$ cat config.mk
export PLATFORM = sky130hd
export DESIGN_NAME = cpu_top
export DESIGN_NICKNAME = d
export VERILOG_FILES = /design/src/rtl/cpu_pkg.sv /design/src/rtl/cpu_top.sv /design/src/rtl/hazard.sv /design/src/rtl/controller.sv /design/src/rtl/datapath.sv /design/src/rtl/reg_file.sv /design/src/rtl/alu.sv
export SDC_FILE = /design/constraint.sdc
export NUM_CORES = 2
export LEC_CHECK = 0
export BUFFER_PORTS_ARGS = -buffer_cell sky130_fd_sc_hd__buf_2
export CAP_MARGIN = 20
export CELL_PAD_IN_SITES_DETAIL_PLACEMENT = 2
export CELL_PAD_IN_SITES_GLOBAL_PLACEMENT = 2
export CORE_ASPECT_RATIO = 1.25
export CORE_MARGIN = 2
export CORE_UTILIZATION = 25
export CTS_CLUSTER_DIAMETER = 200
export DETAILED_ROUTE_END_ITERATION = 10
export GPL_TIMING_DRIVEN = 0
export PLACE_DENSITY = 0.54
export SLEW_MARGIN = 10
export SYNTH_ARGS = -nofsm -noshare
export SYNTH_HDL_FRONTEND = slang
export SYNTH_SLANG_ARGS = --single-unit
$ cat constraint.sdc
create_clock -name clk -period 21.8 [get_ports clk]
set_input_delay 4.36 -clock clk [delete_from_list [all_inputs] [get_ports clk]]
set_output_delay 4.36 -clock clk [all_outputs]
set_load 0.005 [all_outputs]
$ cat src/rtl/cpu_pkg.sv
package cpu_pkg;

  localparam int xlen = 32;

  typedef logic [4:0] reg_addr_t;

  typedef enum logic [6:0] {
    opc_op     = 7'b0110011,
    opc_op_imm = 7'b0010011,
    opc_lui    = 7'b0110111,
    opc_load   = 7'b0000011,
    opc_store  = 7'b0100011,
    opc_branch = 7'b1100011,
    opc_jal    = 7'b1101111,
    opc_jalr   = 7'b1100111
  } opcode_e;

  typedef enum logic [3:0] {
    alu_add, alu_sub, alu_and, alu_or, alu_xor, alu_slt,
    alu_sltu, alu_sll, alu_srl, alu_sra, alu_pass_b
  } alu_op_e;

  typedef enum logic [2:0] {imm_i, imm_s, imm_b, imm_u, imm_j} imm_sel_e;

  typedef enum logic [1:0] {fwd_none, fwd_from_mem, fwd_from_wb} fwd_sel_e;

  typedef enum logic [1:0] {pc_seq, pc_branch_jal, pc_jalr} pc_sel_e;

  // instruction formats, one view per encoding
  typedef struct packed {
    logic [6:0] funct7;
    reg_addr_t  rs2;
    reg_addr_t  rs1;
    logic [2:0] funct3;
    reg_addr_t  rd;
    logic [6:0] opcode;
  } r_fmt_t;

  typedef struct packed {
    logic [11:0] imm;
    reg_addr_t   rs1;
    logic [2:0]  funct3;
    reg_addr_t   rd;
    logic [6:0]  opcode;
  } i_fmt_t;

  typedef struct packed {
    logic [6:0] imm_hi;
    reg_addr_t  rs2;
    reg_addr_t  rs1;
    logic [2:0] funct3;
    logic [4:0] imm_lo;
    logic [6:0] opcode;
  } s_fmt_t;

  typedef struct packed {
    logic [19:0] imm;
    reg_addr_t   rd;
    logic [6:0]  opcode;
  } u_fmt_t;

  // branch and jump immediates, fields named by instruction bit position
  typedef struct packed {
    logic       i31;
    logic [5:0] i30_25;
    logic [3:0] i24_21;
    logic       i20;
    logic [7:0] i19_12;
    logic [3:0] i11_8;
    logic       i7;
    logic [6:0] opcode;
  } bj_fmt_t;

  typedef union packed {
    r_fmt_t  r_fmt;
    i_fmt_t  i_fmt;
    s_fmt_t  s_fmt;
    u_fmt_t  u_fmt;
    bj_fmt_t bj_fmt;
  } inst_u;

  typedef struct packed {
    alu_op_e    alu_op;
    logic       alu_src_imm;
    logic       is_branch;
    logic [2:0] funct3;
    logic       is_jal;
    logic       is_jalr;
    logic       is_lui;
    logic       mem_read;
    logic       mem_write;
    logic       reg_write;
    logic       wb_from_mem;
    logic       wb_link;
  } ex_ctrl_t;

  typedef struct packed {
    logic mem_read;
    logic mem_write;
    logic reg_write;
    logic wb_from_mem;
    logic wb_link;
  } mem_ctrl_t;

  // wb_sel[1] picks the link address, wb_sel[0] the load data
  typedef struct packed {
    logic       reg_write;
    logic [1:0] wb_sel;
  } wb_ctrl_t;

  typedef struct packed {
    fwd_sel_e fwd_a;
    fwd_sel_e fwd_b;
    logic     stall_f;
    logic     stall_d;
    logic     flush_d;
    logic     flush_e;
  } hazard_ctrl_t;

  typedef struct packed {
    reg_addr_t rs1_d;
    reg_addr_t rs2_d;
    reg_addr_t rs1_e;
    reg_addr_t rs2_e;
    reg_addr_t rd_e;
    reg_addr_t rd_m;
    reg_addr_t rd_w;
  } stage_regs_t;

  typedef struct packed {
    logic [xlen-1:0] addr;
    logic [xlen-1:0] wdata;
    logic            req;
    logic            write;
  } dmem_req_t;

endpackage
$ cat src/rtl/cpu_top.sv
`timescale 1ns/1ps

module cpu_top #(
  parameter logic [31:0] reset_pc = 32'h0
) (
  input  logic                      clk,
  input  logic                      rst_n,
  output logic [cpu_pkg::xlen-1:0]  imem_addr,
  input  logic [cpu_pkg::xlen-1:0]  imem_data,
  output cpu_pkg::dmem_req_t        dmem,
  input  logic [cpu_pkg::xlen-1:0]  dmem_rdata
);
  import cpu_pkg::*;

  // datapath to controller
  inst_u           inst_d;
  logic            alu_zero;
  logic            alu_lt;
  logic            alu_ltu;
  // controller to datapath
  imm_sel_e        imm_sel;
  ex_ctrl_t        ex_ctrl;
  pc_sel_e         pc_sel;
  mem_ctrl_t       mem_ctrl;
  wb_ctrl_t        wb_ctrl;
  // hazard unit in and out
  stage_regs_t     regs;
  hazard_ctrl_t    hz;
  // data memory port pieces
  logic [xlen-1:0] dmem_addr;
  logic [xlen-1:0] dmem_wdata;
  logic            dmem_req;
  logic            dmem_write;

  assign dmem = '{addr: dmem_addr, wdata: dmem_wdata, req: dmem_req, write: dmem_write};

  datapath #(.reset_pc(reset_pc)) u_datapath (
    .clk, .rst_n,
    .imem_addr, .imem_data,
    .dmem_addr, .dmem_wdata, .dmem_rdata,
    .imm_sel, .ex_ctrl, .pc_sel, .mem_ctrl, .wb_ctrl, .hz,
    .inst_d, .alu_zero, .alu_lt, .alu_ltu, .regs
  );

  controller u_controller (
    .clk, .rst_n,
    .inst_d, .alu_zero, .alu_lt, .alu_ltu, .hz,
    .imm_sel, .ex_ctrl, .pc_sel, .mem_ctrl, .wb_ctrl,
    .dmem_req, .dmem_write
  );

  hazard u_hazard (
    .regs,
    .mem_read_e  (ex_ctrl.mem_read),
    .reg_write_m (mem_ctrl.reg_write),
    .reg_write_w (wb_ctrl.reg_write),
    .pc_sel,
    .hz
  );

endmodule

$ cat src/rtl/hazard.sv
`timescale 1ns/1ps

module hazard (
  input  cpu_pkg::stage_regs_t   regs,
  input  logic                   mem_read_e,
  input  logic                   reg_write_m,
  input  logic                   reg_write_w,
  input  cpu_pkg::pc_sel_e       pc_sel,
  output cpu_pkg::hazard_ctrl_t  hz
);
  import cpu_pkg::*;

  logic load_use;
  logic redirect;

  // memory stage is younger, so it wins over writeback
  function automatic fwd_sel_e fwd_for(input reg_addr_t rs, input reg_addr_t rd_m,
                                       input logic we_m, input reg_addr_t rd_w,
                                       input logic we_w);
    if (rs == 5'd0) begin
      return fwd_none;
    end else if (we_m && rd_m == rs) begin
      return fwd_from_mem;
    end else if (we_w && rd_w == rs) begin
      return fwd_from_wb;
    end
    return fwd_none;
  endfunction

  // load result not ready until writeback
  assign load_use = mem_read_e && regs.rd_e != 5'd0 &&
                    (regs.rd_e == regs.rs1_d || regs.rd_e == regs.rs2_d);

  assign redirect = (pc_sel != pc_seq);

  always_comb begin
    hz.fwd_a   = fwd_for(regs.rs1_e, regs.rd_m, reg_write_m, regs.rd_w, reg_write_w);
    hz.fwd_b   = fwd_for(regs.rs2_e, regs.rd_m, reg_write_m, regs.rd_w, reg_write_w);
    hz.stall_f = load_use;
    hz.stall_d = load_use;
    // taken branch or jump kills decode and execute
    hz.flush_d = redirect;
    hz.flush_e = load_use || redirect;
  end

endmodule

$ cat src/rtl/controller.sv
`timescale 1ns/1ps

module controller (
  input  logic                   clk,
  input  logic                   rst_n,
  input  cpu_pkg::inst_u         inst_d,
  input  logic                   alu_zero,
  input  logic                   alu_lt,
  input  logic                   alu_ltu,
  input  cpu_pkg::hazard_ctrl_t  hz,
  output cpu_pkg::imm_sel_e      imm_sel,
  output cpu_pkg::ex_ctrl_t      ex_ctrl,
  output cpu_pkg::pc_sel_e       pc_sel,
  output cpu_pkg::mem_ctrl_t     mem_ctrl,
  output cpu_pkg::wb_ctrl_t      wb_ctrl,
  output logic                   dmem_req,
  output logic                   dmem_write
);
  import cpu_pkg::*;

  ex_ctrl_t ctrl_d;
  logic     alt_d;
  logic     taken;

  function automatic alu_op_e alu_from_funct(input logic [2:0] f3, input logic alt);
    case (f3)
      3'b000:  return alt ? alu_sub : alu_add;
      3'b001:  return alu_sll;
      3'b010:  return alu_slt;
      3'b011:  return alu_sltu;
      3'b100:  return alu_xor;
      3'b101:  return alt ? alu_sra : alu_srl;
      3'b110:  return alu_or;
      default: return alu_and;
    endcase
  endfunction

  assign alt_d = inst_d.r_fmt.funct7[5];

  always_comb begin
    ctrl_d        = '0;
    ctrl_d.funct3 = inst_d.r_fmt.funct3;
    imm_sel       = imm_i;
    case (inst_d.r_fmt.opcode)
      opc_op: begin
        ctrl_d.alu_op    = alu_from_funct(inst_d.r_fmt.funct3, alt_d);
        ctrl_d.reg_write = 1'b1;
      end
      opc_op_imm: begin
        // no subi, only srai looks at the funct7 bit
        ctrl_d.alu_op      = alu_from_funct(inst_d.i_fmt.funct3,
                                            alt_d && inst_d.i_fmt.funct3 == 3'b101);
        ctrl_d.alu_src_imm = 1'b1;
        ctrl_d.reg_write   = 1'b1;
      end
      opc_lui: begin
        imm_sel            = imm_u;
        ctrl_d.alu_op      = alu_pass_b;
        ctrl_d.alu_src_imm = 1'b1;
        ctrl_d.is_lui      = 1'b1;
        ctrl_d.reg_write   = 1'b1;
      end
      opc_load: begin
        ctrl_d.alu_src_imm = 1'b1;
        ctrl_d.mem_read    = 1'b1;
        ctrl_d.reg_write   = 1'b1;
        ctrl_d.wb_from_mem = 1'b1;
      end
      opc_store: begin
        imm_sel            = imm_s;
        ctrl_d.alu_src_imm = 1'b1;
        ctrl_d.mem_write   = 1'b1;
      end
      opc_branch: begin
        imm_sel          = imm_b;
        ctrl_d.alu_op    = alu_sub;
        ctrl_d.is_branch = 1'b1;
      end
      opc_jal: begin
        imm_sel          = imm_j;
        ctrl_d.is_jal    = 1'b1;
        ctrl_d.reg_write = 1'b1;
        ctrl_d.wb_link   = 1'b1;
      end
      opc_jalr: begin
        // target comes out of the alu as rs1 + imm
        ctrl_d.alu_src_imm = 1'b1;
        ctrl_d.is_jalr     = 1'b1;
        ctrl_d.reg_write   = 1'b1;
        ctrl_d.wb_link     = 1'b1;
      end
      default: begin
        ctrl_d.funct3 = 3'b000;
      end
    endcase
  end

  always_ff @(posedge clk) begin
    if (!rst_n || hz.flush_e) begin
      ex_ctrl <= '0;
    end else begin
      ex_ctrl <= ctrl_d;
    end
  end

  always_ff @(posedge clk) begin
    if (!rst_n) begin
      mem_ctrl <= '0;
      wb_ctrl  <= '0;
    end else begin
      mem_ctrl <= '{mem_read: ex_ctrl.mem_read, mem_write: ex_ctrl.mem_write,
                    reg_write: ex_ctrl.reg_write, wb_from_mem: ex_ctrl.wb_from_mem,
                    wb_link: ex_ctrl.wb_link};
      wb_ctrl  <= '{reg_write: mem_ctrl.reg_write,
                    wb_sel: {mem_ctrl.wb_link, mem_ctrl.wb_from_mem}};
    end
  end

  assign dmem_req   = mem_ctrl.mem_read | mem_ctrl.mem_write;
  assign dmem_write = mem_ctrl.mem_write;

  // branch decision in execute
  always_comb begin
    case (ex_ctrl.funct3)
      3'b000:  taken = alu_zero;
      3'b001:  taken = !alu_zero;
      3'b100:  taken = alu_lt;
      3'b101:  taken = !alu_lt;
      3'b110:  taken = alu_ltu;
      3'b111:  taken = !alu_ltu;
      default: taken = 1'b0;
    endcase
    if (ex_ctrl.is_jalr) begin
      pc_sel = pc_jalr;
    end else if (ex_ctrl.is_jal || (ex_ctrl.is_branch && taken)) begin
      pc_sel = pc_branch_jal;
    end else begin
      pc_sel = pc_seq;
    end
  end

endmodule

$ cat src/rtl/datapath.sv
`timescale 1ns/1ps

module datapath #(
  parameter logic [31:0] reset_pc = 32'h0
) (
  input  logic                      clk,
  input  logic                      rst_n,
  output logic [cpu_pkg::xlen-1:0]  imem_addr,
  input  logic [cpu_pkg::xlen-1:0]  imem_data,
  output logic [cpu_pkg::xlen-1:0]  dmem_addr,
  output logic [cpu_pkg::xlen-1:0]  dmem_wdata,
  input  logic [cpu_pkg::xlen-1:0]  dmem_rdata,
  input  cpu_pkg::imm_sel_e         imm_sel,
  input  cpu_pkg::ex_ctrl_t         ex_ctrl,
  input  cpu_pkg::pc_sel_e          pc_sel,
  input  cpu_pkg::mem_ctrl_t        mem_ctrl,
  input  cpu_pkg::wb_ctrl_t         wb_ctrl,
  input  cpu_pkg::hazard_ctrl_t     hz,
  output cpu_pkg::inst_u            inst_d,
  output logic                      alu_zero,
  output logic                      alu_lt,
  output logic                      alu_ltu,
  output cpu_pkg::stage_regs_t      regs
);
  import cpu_pkg::*;

  logic [xlen-1:0] pc_f, pc_next;
  logic [xlen-1:0] pc_d, imm_d, rd1_d, rd2_d;
  logic [xlen-1:0] pc_e, imm_e, rd1_e, rd2_e;
  reg_addr_t       rs1_e, rs2_e, rd_e, rd_m, rd_w;
  logic [xlen-1:0] src_a, src_b_reg, src_b, alu_y, target_bj, target_jalr;
  logic [xlen-1:0] alu_m, wdata_m, pc4_m, fwd_m;
  logic [xlen-1:0] alu_w, rdata_w, pc4_w, result_w;

  function automatic logic [xlen-1:0] fwd_mux(input fwd_sel_e sel,
                                              input logic [xlen-1:0] reg_val);
    case (sel)
      fwd_from_mem: return fwd_m;
      fwd_from_wb:  return result_w;
      default:      return reg_val;
    endcase
  endfunction

  assign imem_addr = pc_f;

  // a redirect from execute wins over the load-use hold
  always_comb begin
    case (pc_sel)
      pc_branch_jal: pc_next = target_bj;
      pc_jalr:       pc_next = target_jalr;
      default:       pc_next = hz.stall_f ? pc_f : pc_f + 32'd4;
    endcase
  end

  always_ff @(posedge clk) begin
    if (!rst_n) begin
      pc_f <= reset_pc;
    end else begin
      pc_f <= pc_next;
    end
  end

  // all-zero word decodes to a bubble
  always_ff @(posedge clk) begin
    if (!rst_n || hz.flush_d) begin
      inst_d <= '0;
    end else if (!hz.stall_d) begin
      inst_d <= imem_data;
    end
  end

  always_ff @(posedge clk) begin
    if (!hz.stall_d) begin
      pc_d <= pc_f;
    end
  end

  always_comb begin
    case (imm_sel)
      imm_s: imm_d = {{20{inst_d.s_fmt.imm_hi[6]}}, inst_d.s_fmt.imm_hi, inst_d.s_fmt.imm_lo};
      imm_b: imm_d = {{20{inst_d.bj_fmt.i31}}, inst_d.bj_fmt.i7, inst_d.bj_fmt.i30_25,
                      inst_d.bj_fmt.i11_8, 1'b0};
      imm_u: imm_d = {inst_d.u_fmt.imm, 12'h000};
      imm_j: imm_d = {{12{inst_d.bj_fmt.i31}}, inst_d.bj_fmt.i19_12, inst_d.bj_fmt.i20,
                      inst_d.bj_fmt.i30_25, inst_d.bj_fmt.i24_21, 1'b0};
      default: imm_d = {{20{inst_d.i_fmt.imm[11]}}, inst_d.i_fmt.imm};
    endcase
  end

  reg_file u_reg_file (
    .clk, .rst_n,
    .ra1 (inst_d.r_fmt.rs1), .ra2 (inst_d.r_fmt.rs2),
    .rd1 (rd1_d), .rd2 (rd2_d),
    .we  (wb_ctrl.reg_write), .wa (rd_w), .wd (result_w)
  );

  // decode/execute, the controller bubbles the control side
  always_ff @(posedge clk) begin
    pc_e  <= pc_d;
    imm_e <= imm_d;
    rd1_e <= rd1_d;
    rd2_e <= rd2_d;
    rs1_e <= inst_d.r_fmt.rs1;
    rs2_e <= inst_d.r_fmt.rs2;
    rd_e  <= inst_d.r_fmt.rd;
  end

  assign src_a     = fwd_mux(hz.fwd_a, rd1_e);
  assign src_b_reg = fwd_mux(hz.fwd_b, rd2_e);
  assign src_b     = ex_ctrl.alu_src_imm ? imm_e : src_b_reg;

  alu u_alu (
    .op (ex_ctrl.alu_op), .a (src_a), .b (src_b), .y (alu_y),
    .zero (alu_zero), .lt (alu_lt), .ltu (alu_ltu)
  );

  assign target_bj   = pc_e + imm_e;
  assign target_jalr = {alu_y[xlen-1:1], 1'b0};

  always_ff @(posedge clk) begin
    alu_m   <= alu_y;
    wdata_m <= src_b_reg;
    pc4_m   <= pc_e + 32'd4;
    rd_m    <= rd_e;
  end

  // jal/jalr results are the link address, not the alu output
  assign fwd_m      = mem_ctrl.wb_link ? pc4_m : alu_m;
  assign dmem_addr  = alu_m;
  assign dmem_wdata = wdata_m;

  always_ff @(posedge clk) begin
    alu_w   <= alu_m;
    rdata_w <= dmem_rdata;
    pc4_w   <= pc4_m;
    rd_w    <= rd_m;
  end

  always_comb begin
    if (wb_ctrl.wb_sel[1]) begin
      result_w = pc4_w;
    end else if (wb_ctrl.wb_sel[0]) begin
      result_w = rdata_w;
    end else begin
      result_w = alu_w;
    end
  end

  // lui carries immediate bits in the rs1 field
  assign regs = '{rs1_d: inst_d.r_fmt.rs1, rs2_d: inst_d.r_fmt.rs2,
                  rs1_e: ex_ctrl.is_lui ? 5'd0 : rs1_e, rs2_e: rs2_e,
                  rd_e: rd_e, rd_m: rd_m, rd_w: rd_w};

endmodule

$ cat src/rtl/reg_file.sv
`timescale 1ns/1ps

module reg_file (
  input  logic                      clk,
  input  logic                      rst_n,
  input  cpu_pkg::reg_addr_t        ra1,
  input  cpu_pkg::reg_addr_t        ra2,
  output logic [cpu_pkg::xlen-1:0]  rd1,
  output logic [cpu_pkg::xlen-1:0]  rd2,
  input  logic                      we,
  input  cpu_pkg::reg_addr_t        wa,
  input  logic [cpu_pkg::xlen-1:0]  wd
);
  import cpu_pkg::*;

  logic [xlen-1:0] regs [32];

  always_ff @(posedge clk) begin
    if (!rst_n) begin
      for (int i = 0; i < 32; i++) begin
        regs[i] <= '0;
      end
    end else if (we && wa != 5'd0) begin
      regs[wa] <= wd;
    end
  end

  // writeback result is visible to decode in the same cycle
  assign rd1 = (ra1 == 5'd0) ? '0 : (we && wa == ra1) ? wd : regs[ra1];
  assign rd2 = (ra2 == 5'd0) ? '0 : (we && wa == ra2) ? wd : regs[ra2];

endmodule

$ cat src/rtl/alu.sv
`timescale 1ns/1ps

module alu (
  input  cpu_pkg::alu_op_e          op,
  input  logic [cpu_pkg::xlen-1:0]  a,
  input  logic [cpu_pkg::xlen-1:0]  b,
  output logic [cpu_pkg::xlen-1:0]  y,
  output logic                      zero,
  output logic                      lt,
  output logic                      ltu
);
  import cpu_pkg::*;

  logic [4:0] shamt;

  assign shamt = b[4:0];
  assign lt    = $signed(a) < $signed(b);
  assign ltu   = a < b;

  always_comb begin
    case (op)
      alu_add:    y = a + b;
      alu_sub:    y = a - b;
      alu_and:    y = a & b;
      alu_or:     y = a | b;
      alu_xor:    y = a ^ b;
      alu_slt:    y = {{(xlen-1){1'b0}}, lt};
      alu_sltu:   y = {{(xlen-1){1'b0}}, ltu};
      alu_sll:    y = a << shamt;
      alu_srl:    y = a >> shamt;
      alu_sra:    y = $unsigned($signed(a) >>> shamt);
      alu_pass_b: y = b;
      default:    y = '0;
    endcase
  end

  // branches run as sub, so zero means equal operands
  assign zero = (y == '0);

endmodule

; ---- Yosys cells after proc, flatten, opt, wreduce, memory -nomap -nowiden
; Memories as Yosys holds them, arrays and structs flattened. A register that Yosys moved wholly into a read port is not among the register bits.
; Index checks and enable logic that the tools add are counted.
[word_totals]
ff_bits = 464
ram_bits = 1024
out_inout_bits = 98
word_cells = 194
memories = 1
[memory_table]
columns = memory, depth, width, read_ports, rd_clocked_by_memory_dff, write_ports, line
row1 = u_datapath.u_reg_file.regs, 32, 32, 2, 2, 32, reg_file.sv:16  ; logic [xlen-1:0] regs [32];
[op_classes]
add_sub_neg = 5
magnitude_cmp = 2
eq_ne = 48
shift = 3
n_mux = 58
bitwise_logic = 5
reduce_logical = 37
[op_table]
columns = operator, count
row1 = one-hot mux 32 bit (11 select lines), 1
row2 = two-way mux 32 bit, 8
row3 = one-hot mux 32 bit (2 select lines), 3
row4 = one-hot mux 31 bit (4 select lines), 1
row5 = adder 32 x 3 -> 32 bit (second input constant), 2
row6 = adder 32 bit, 2
row7 = less-than comparator 32 bit, 2
row8 = one-hot mux 4 bit (7 select lines), 2
row9 = == test 5 bit, 8
row10 = bitwise AND 32 bit, 1
row11 = zero test 32 bit, 1
row12 = OR 32 bit, 1
row13 = OR reduction 32 bit, 1
row14 = left shift 32 x 5 -> 32 bit, 1
row15 = right shift 32 x 5 -> 32 bit, 1
row16 = >>> shifter 32 x 5 -> 32 bit, 1
row17 = subtractor 32 bit, 1
row18 = XOR 32 bit, 1
row19 = two-way mux 5 bit, 6
row20 = two-way mux 1 bit, 25
row21 = == test 3 bit (second input constant), 8
row22 = == test 7 x 6 -> 1 bit (second input constant), 3
row23 = == test 7 bit (second input constant), 3
row24 = zero test 5 bit, 4
row25 = 28 further kinds, 71

; ---- Depth between registers and ports, before layout
[logic_depth]
word_depth = 22
depth_mapped = 35
ltp_nobuf = 29

; ---- Hierarchy
; A second synthesis with hierarchy kept.
[unflattened]
cells_unflattened = 7070
hier_area_um2 = 83508.8
[modules_own_cells]
columns = module, instances, cells_each, area_per_inst_um2
row1 = reg_file, 1, 3818, 55316.8
row2 = datapath, 1, 1586, 16440.8
row3 = alu, 1, 1499, 10314.9
row4 = controller, 1, 106, 968.4
row5 = hazard, 1, 59, 452.9
row6 = cpu_top, 1, 2, 15.0

; ---- Worst setup path after synthesis
; No wires, ideal clock.
[synth_timing]
path_type = reg2reg
from = register, netlist name u_controller.wb_ctrl[0]
to = register u_datapath.pc_f[1] (netlist: u_datapath.imem_addr[1])
setup_time_ns = 0.147
t_arrival_ns = 7.285
required_time_ns = 21.653
slack_ns = 14.367
path_stages_with_launch = 34
period_less_slack_ns = 7.433
cell_sequence = dfxtp_1 > clkbuf_1 > buf_1 > mux2i_1 > nor2_1 > a21oi_1 > o32ai_1 > a21o_1 > o21ai_1 > clkbuf_1 > clkbuf_1 > clkbuf_1 > ha_1 > clkbuf_1 > nor3_1 > o21ai_0 > and3_1 > o21a_1 > nor4_1 > o31ai_1 > a31oi_1 > xnor2_1 > a211oi_1 > o21ai_1 > or3_4 > or3_1 > nor4_1 > nand4_1 > or3_1 > nand3_2 > buf_6 > mux2_1 > mux2i_1 > nor2_1
[synth_between]
elab_chain_cells = 15
elab_cells_between_ends = 29
classes_between = 2 x add/sub / 2 x order compare / 3 x eq/ne / 3 x shift / 10 x mux / 3 x bitwise / 6 x reduce/logical
[synth_lines]
columns = element, line
row1 = two-way mux 32 bit (*), datapath.sv:142  ; end else if (wb_ctrl.wb_sel[0]) begin
row2 = two-way mux 32 bit (*), datapath.sv:140  ; if (wb_ctrl.wb_sel[1]) begin
row3 = one-hot mux 32 bit (2 select lines) (*), datapath.sv:37  ; case (sel)
row4 = net u_datapath.src_b_reg[4], datapath.sv:31  ; logic [xlen-1:0] src_a, src_b_reg, src_b, alu_y, target_bj, target_jalr;
row5 = two-way mux 32 bit (*), datapath.sv:110  ; assign src_b = ex_ctrl.alu_src_imm ? imm_e : src_b_reg;
row6 = subtractor 32 bit (tied with other cells), alu.sv:23  ; alu_sub: y = a - b;
row7 = one-hot mux 32 bit (11 select lines) (*), alu.sv:21  ; case (op)
row8 = net u_datapath.alu_y[17], datapath.sv:31
row9 = zero test 32 bit (*), alu.sv:38  ; assign zero = (y == '0);
row10 = zero test 1 bit, controller.sv:126  ; 3'b001: taken = !alu_zero;
row11 = one-hot mux 1 bit (6 select lines) (*), controller.sv:124  ; case (ex_ctrl.funct3)
row12 = logical AND 1 bit (*), controller.sv:135  ; end else if (ex_ctrl.is_jal || (ex_ctrl.is_branch && taken)) begin
row13 = logical OR 1 bit (*), controller.sv:135
row14 = two-way mux 1 bit (*), controller.sv:135
row15 = two-way mux 2 bit (*), controller.sv:133  ; if (ex_ctrl.is_jalr) begin
row16 = == test 2 bit / == test 2 x 1 -> 1 bit (equally long branches), datapath.sv:48  ; case (pc_sel)
row17 = one-hot mux 32 bit (2 select lines) / inequality test 3 bit (equally long branches), -
row18 = to (signal assigned), datapath.sv:57  ; pc_f <= reset_pc;
row19 = to (signal assigned), datapath.sv:59  ; pc_f <= pc_next;
row20 = to (decl), datapath.sv:27  ; logic [xlen-1:0] pc_f, pc_next;
; Mark *: on every way through the listed nets, which the timed path passes. The rest lies on a longest branch.
; A chain may end at the register's enable or synchronous reset.

; ---- Worst setup path after layout
[layout_timing]
from = register, netlist name u_controller.wb_ctrl[0]
to = register, netlist name u_controller.ex_ctrl[14]
[layout_between]
elab_chain_cells = 16
elab_cells_between_ends = 28
classes_between = 2 x add/sub / 2 x order compare / 3 x shift / 9 x mux / 3 x bitwise / 9 x reduce/logical
[layout_lines]
columns = element, line
row1 = two-way mux 32 bit (*), datapath.sv:142
row2 = two-way mux 32 bit (*), datapath.sv:140
row3 = one-hot mux 32 bit (2 select lines) (*), datapath.sv:37
row4 = net u_datapath.src_b_reg[4], datapath.sv:31
row5 = two-way mux 32 bit (*), datapath.sv:110
row6 = subtractor 32 bit (tied with other cells), alu.sv:23
row7 = one-hot mux 32 bit (11 select lines) (*), alu.sv:21
row8 = net u_datapath.alu_y[17], datapath.sv:31
row9 = [... 2 more ...], -
row10 = one-hot mux 1 bit (6 select lines) (*), controller.sv:124
row11 = logical AND 1 bit (*), controller.sv:135
row12 = logical OR 1 bit (*), controller.sv:135
row13 = two-way mux 1 bit (*), controller.sv:135
row14 = two-way mux 2 bit (*), controller.sv:133
row15 = nonzero test 2 bit (*), hazard.sv:34  ; assign redirect = (pc_sel != pc_seq);
row16 = logical OR 1 bit (*), hazard.sv:43  ; hz.flush_e = load_use || redirect;
row17 = logical OR 1 bit (*), controller.sv:99  ; if (!rst_n || hz.flush_e) begin
; Marks and branches as above.

==> results.ini <==
[synth]
synth_cell_types=99
synth-seq-area-share=0.5177
yosysMostFrequentCell=nor2_1
synth_area_leaders=edfxtp_1 40%, mux4_2 19%, dfxtp_1 11%, nor2_1 5.9%, clkbuf_1 2.2%
syn_inst=6445
synth_commonest_cells=1,235 x nor2_1, 1,056 x edfxtp_1, 645 x mux4_2, 460 x clkbuf_1, 442 x dfxtp_1
async_flop_share=0
synth.avg_cell_area_sq_um=12.15
synth_area_sq_mm=0.07834
ys_warn_count=0
synth_flop_cell=edfxtp_1
yosys.area.top_type=edfxtp_1
synth_top_area_share=0.4048
ys_seq_elements=1498
synth-edff-count=1056

[global_route]
grt_max_degree=42
grt_pass1_wl_mm=563.7
antenna_found_initial=14
grt_pass1_vias=65662
grt_use_total=0.2561
grt-ovfl-total=0

[clock_network]
cts_resized=0
clockRootBuffer=clkbuf_16
htreeDepth=4
cts_buffers=181
cts_hold_buf=0
post-cts-setup-buffers=0
cts_buffer_depth=4
cts_tree=built
clock_latency_ns=0.90
clk_pin_slew_worst_paths_ns=0.06
cts.sinks=1498

[sta]
holdWs_ns=0.3388
setup_viol=0
drv_slew=0
skew_ns=0.08970
max_freq_ghz=0.08063
rsz0062_at_grt=no
slew_headroom=0.1657
min_period_ns=12.40
period_share=0.5689
hold_viol_final=0
fin_setup_tns_ns=0
worst_slew_pin_slew_ns=1.238

[setup_path]
worstPathRequired_ns=22.49
critPathMaxFanout=11
max_stage_delay_ns=0.89
crit_path_top_delay_cell=buf_1
critPathCaptureType=register
cp.arrival_ns=13.09
critPathKind=register to register
path_common_cell=clkbuf_1
crit_path_start_kind=register

[route]
dr.pass1.iters=6
drtIter0Drc=5307
vias_per_cell=5.437
vias=61145
wire_per_inst_microns=37.10
drtAntennaViolNets=0
wl_mm=417.3
route.detailed.drc=0

[pwr]
power.density_mw_per_mm2=92.75
p_leak_nw=32.40
ir_drop_v=0.00005670

[outcome]
status=finished, final reports clean

[hold_path]
worstHoldPathType=register to register

[finish]
regMostFlops=u_datapath.u_reg_file.regs
design_area_sq_mm=0.09195
drive_gt1_frac=0.1931
largest_register_ff_count=1024
nets=7134
areaGrowthSynthToFinish_pct=17.38

[flow_run]
drv_cap=0

[place]
placed_area_sq_mm=0.08617
dp_hpwl_mm=334.8
gp_congestion=0.9572
place.port_buffers=162

[floorplanning]
ios=164
start_util=0.2515
die_y_microns=629.9
die_w_microns=504.7
coreArea_sq_mm=0.3115
die_area_sq_mm=0.3179
rows=229

-- cell families (layout without fill, tap and decap cells) --
| logic type | count (synthesis) | count (layout) | synth area share |
|---|---|---|---|
| adders and majority gates | 134 | 134 | 0.02169 |
| muxes | 758 | 758 | 0.2002 |
| other | 1 | 50 | 0.00004787 |
| DFF | 1498 | 1498 | 0.5177 |
| and+or+nand+nor | 2141 | 2141 | 0.1172 |
| AOI/OAI and AO/OA | 1085 | 1085 | 0.09441 |
| xor gates and xnor gates | 124 | 124 | 0.01386 |
| buffers and inverters | 704 | 1298 | 0.03480 |
-- cells in the final DEF (no fill, tap or decap), types with 42 or more instances in the layout --
master     synthesis  routed
buf_6              4      42
xnor2_1           79      79
nor2_1          1235    1235
nor2b_1           87      87
ha_1             131     131
mux2i_1           92      91
buf_1             80      59
a21oi_1          218     195
o21ai_0          181     181
xor2_1            45      45
o211ai_1          90      90
inv_1            118     118
nand2_1          367     336
o221ai_1          44      44
a211oi_1         161     159
buf_2             28     216
clkbuf_16          0     188
nand3_1          192     192
edfxtp_1        1056    1056
mux4_2           645     645
clkbuf_1         460     484
dfxtp_1          442     442
nor3_1            49      48
-- worst max-delay path, delay by kind of cell (launching register included) --
kind | cells | cell delay (ns)
compound gates | 11 | 3.00
xor+xnor | 1 | 0.12
fa+ha+maj | 1 | 0.38
buf+inv | 9 | 4.15
flops | 1 | 0.30
mux | 1 | 0.36
simple gates | 12 | 3.86
-- report_power, final --
part / switching [mW] / internal (mW)
logic: 1.64 / 0.574
registers: 0.146 / 3.20
clock network: 1.28 / 1.69
total: 3.07 / 5.46
-- final timing paths --
| check | startpoint | to | slack [ns] | depth (start not counted) |
|---|---|---|---|---|
| hold / removal | u_datapath.pc_d[17] | u_datapath.pc_e[17] | 0.34 | 0 |
| hold reg to reg | u_datapath.pc_d[17] | u_datapath.pc_e[17] | 0.34 | 0 |
| setup / recovery | u_controller.wb_ctrl[0] | u_controller.ex_ctrl[14] | 9.40 | 35 |
| setup reg to reg | u_controller.wb_ctrl[0] | u_controller.ex_ctrl[14] | 9.40 | 35 |
-- stage by stage --
stage / util / std cells / power (mW) / setup WS [ns]
after floorplan: - / 6476 / 4.350 / 14.37
after global placement: 0.2712 / 10796 / 5.474 / 7.372
after detailed placement: 0.2767 / 10897 / 5.568 / 9.379
after CTS: 0.2946 / 11216 / 8.537 / 9.327
after global routing: 0.2951 / 11235 / 8.749 / 9.079
final: 0.2952 / 11246 / 8.529 / 9.398
-- final cells by class --
class / count / area, sq um
flip-flops and latches: 1498 / 40560
repair buffers: 275 / 2300
diodes: 18 / 45.04
plain buffers: 577 / 2288
well taps: 4158 / 5202
fillers: 33329 / 219500
clock buffers: 233 / 4975
inverters: 127 / 481.7
multi-input cells: 4274 / 35490
clock inverters: 86 / 613.1
-- layer usage --
layer,routed length [microns],vias to the layer above,global-route usage
li1,-,25368,-
met1,159200,32977,0.2951
met2,211900,2080,0.4592
met3,17680,720,0.02750
met4,28550,0,0.1463
met5,0,-,0
Power figures use the tool's default switching activity.
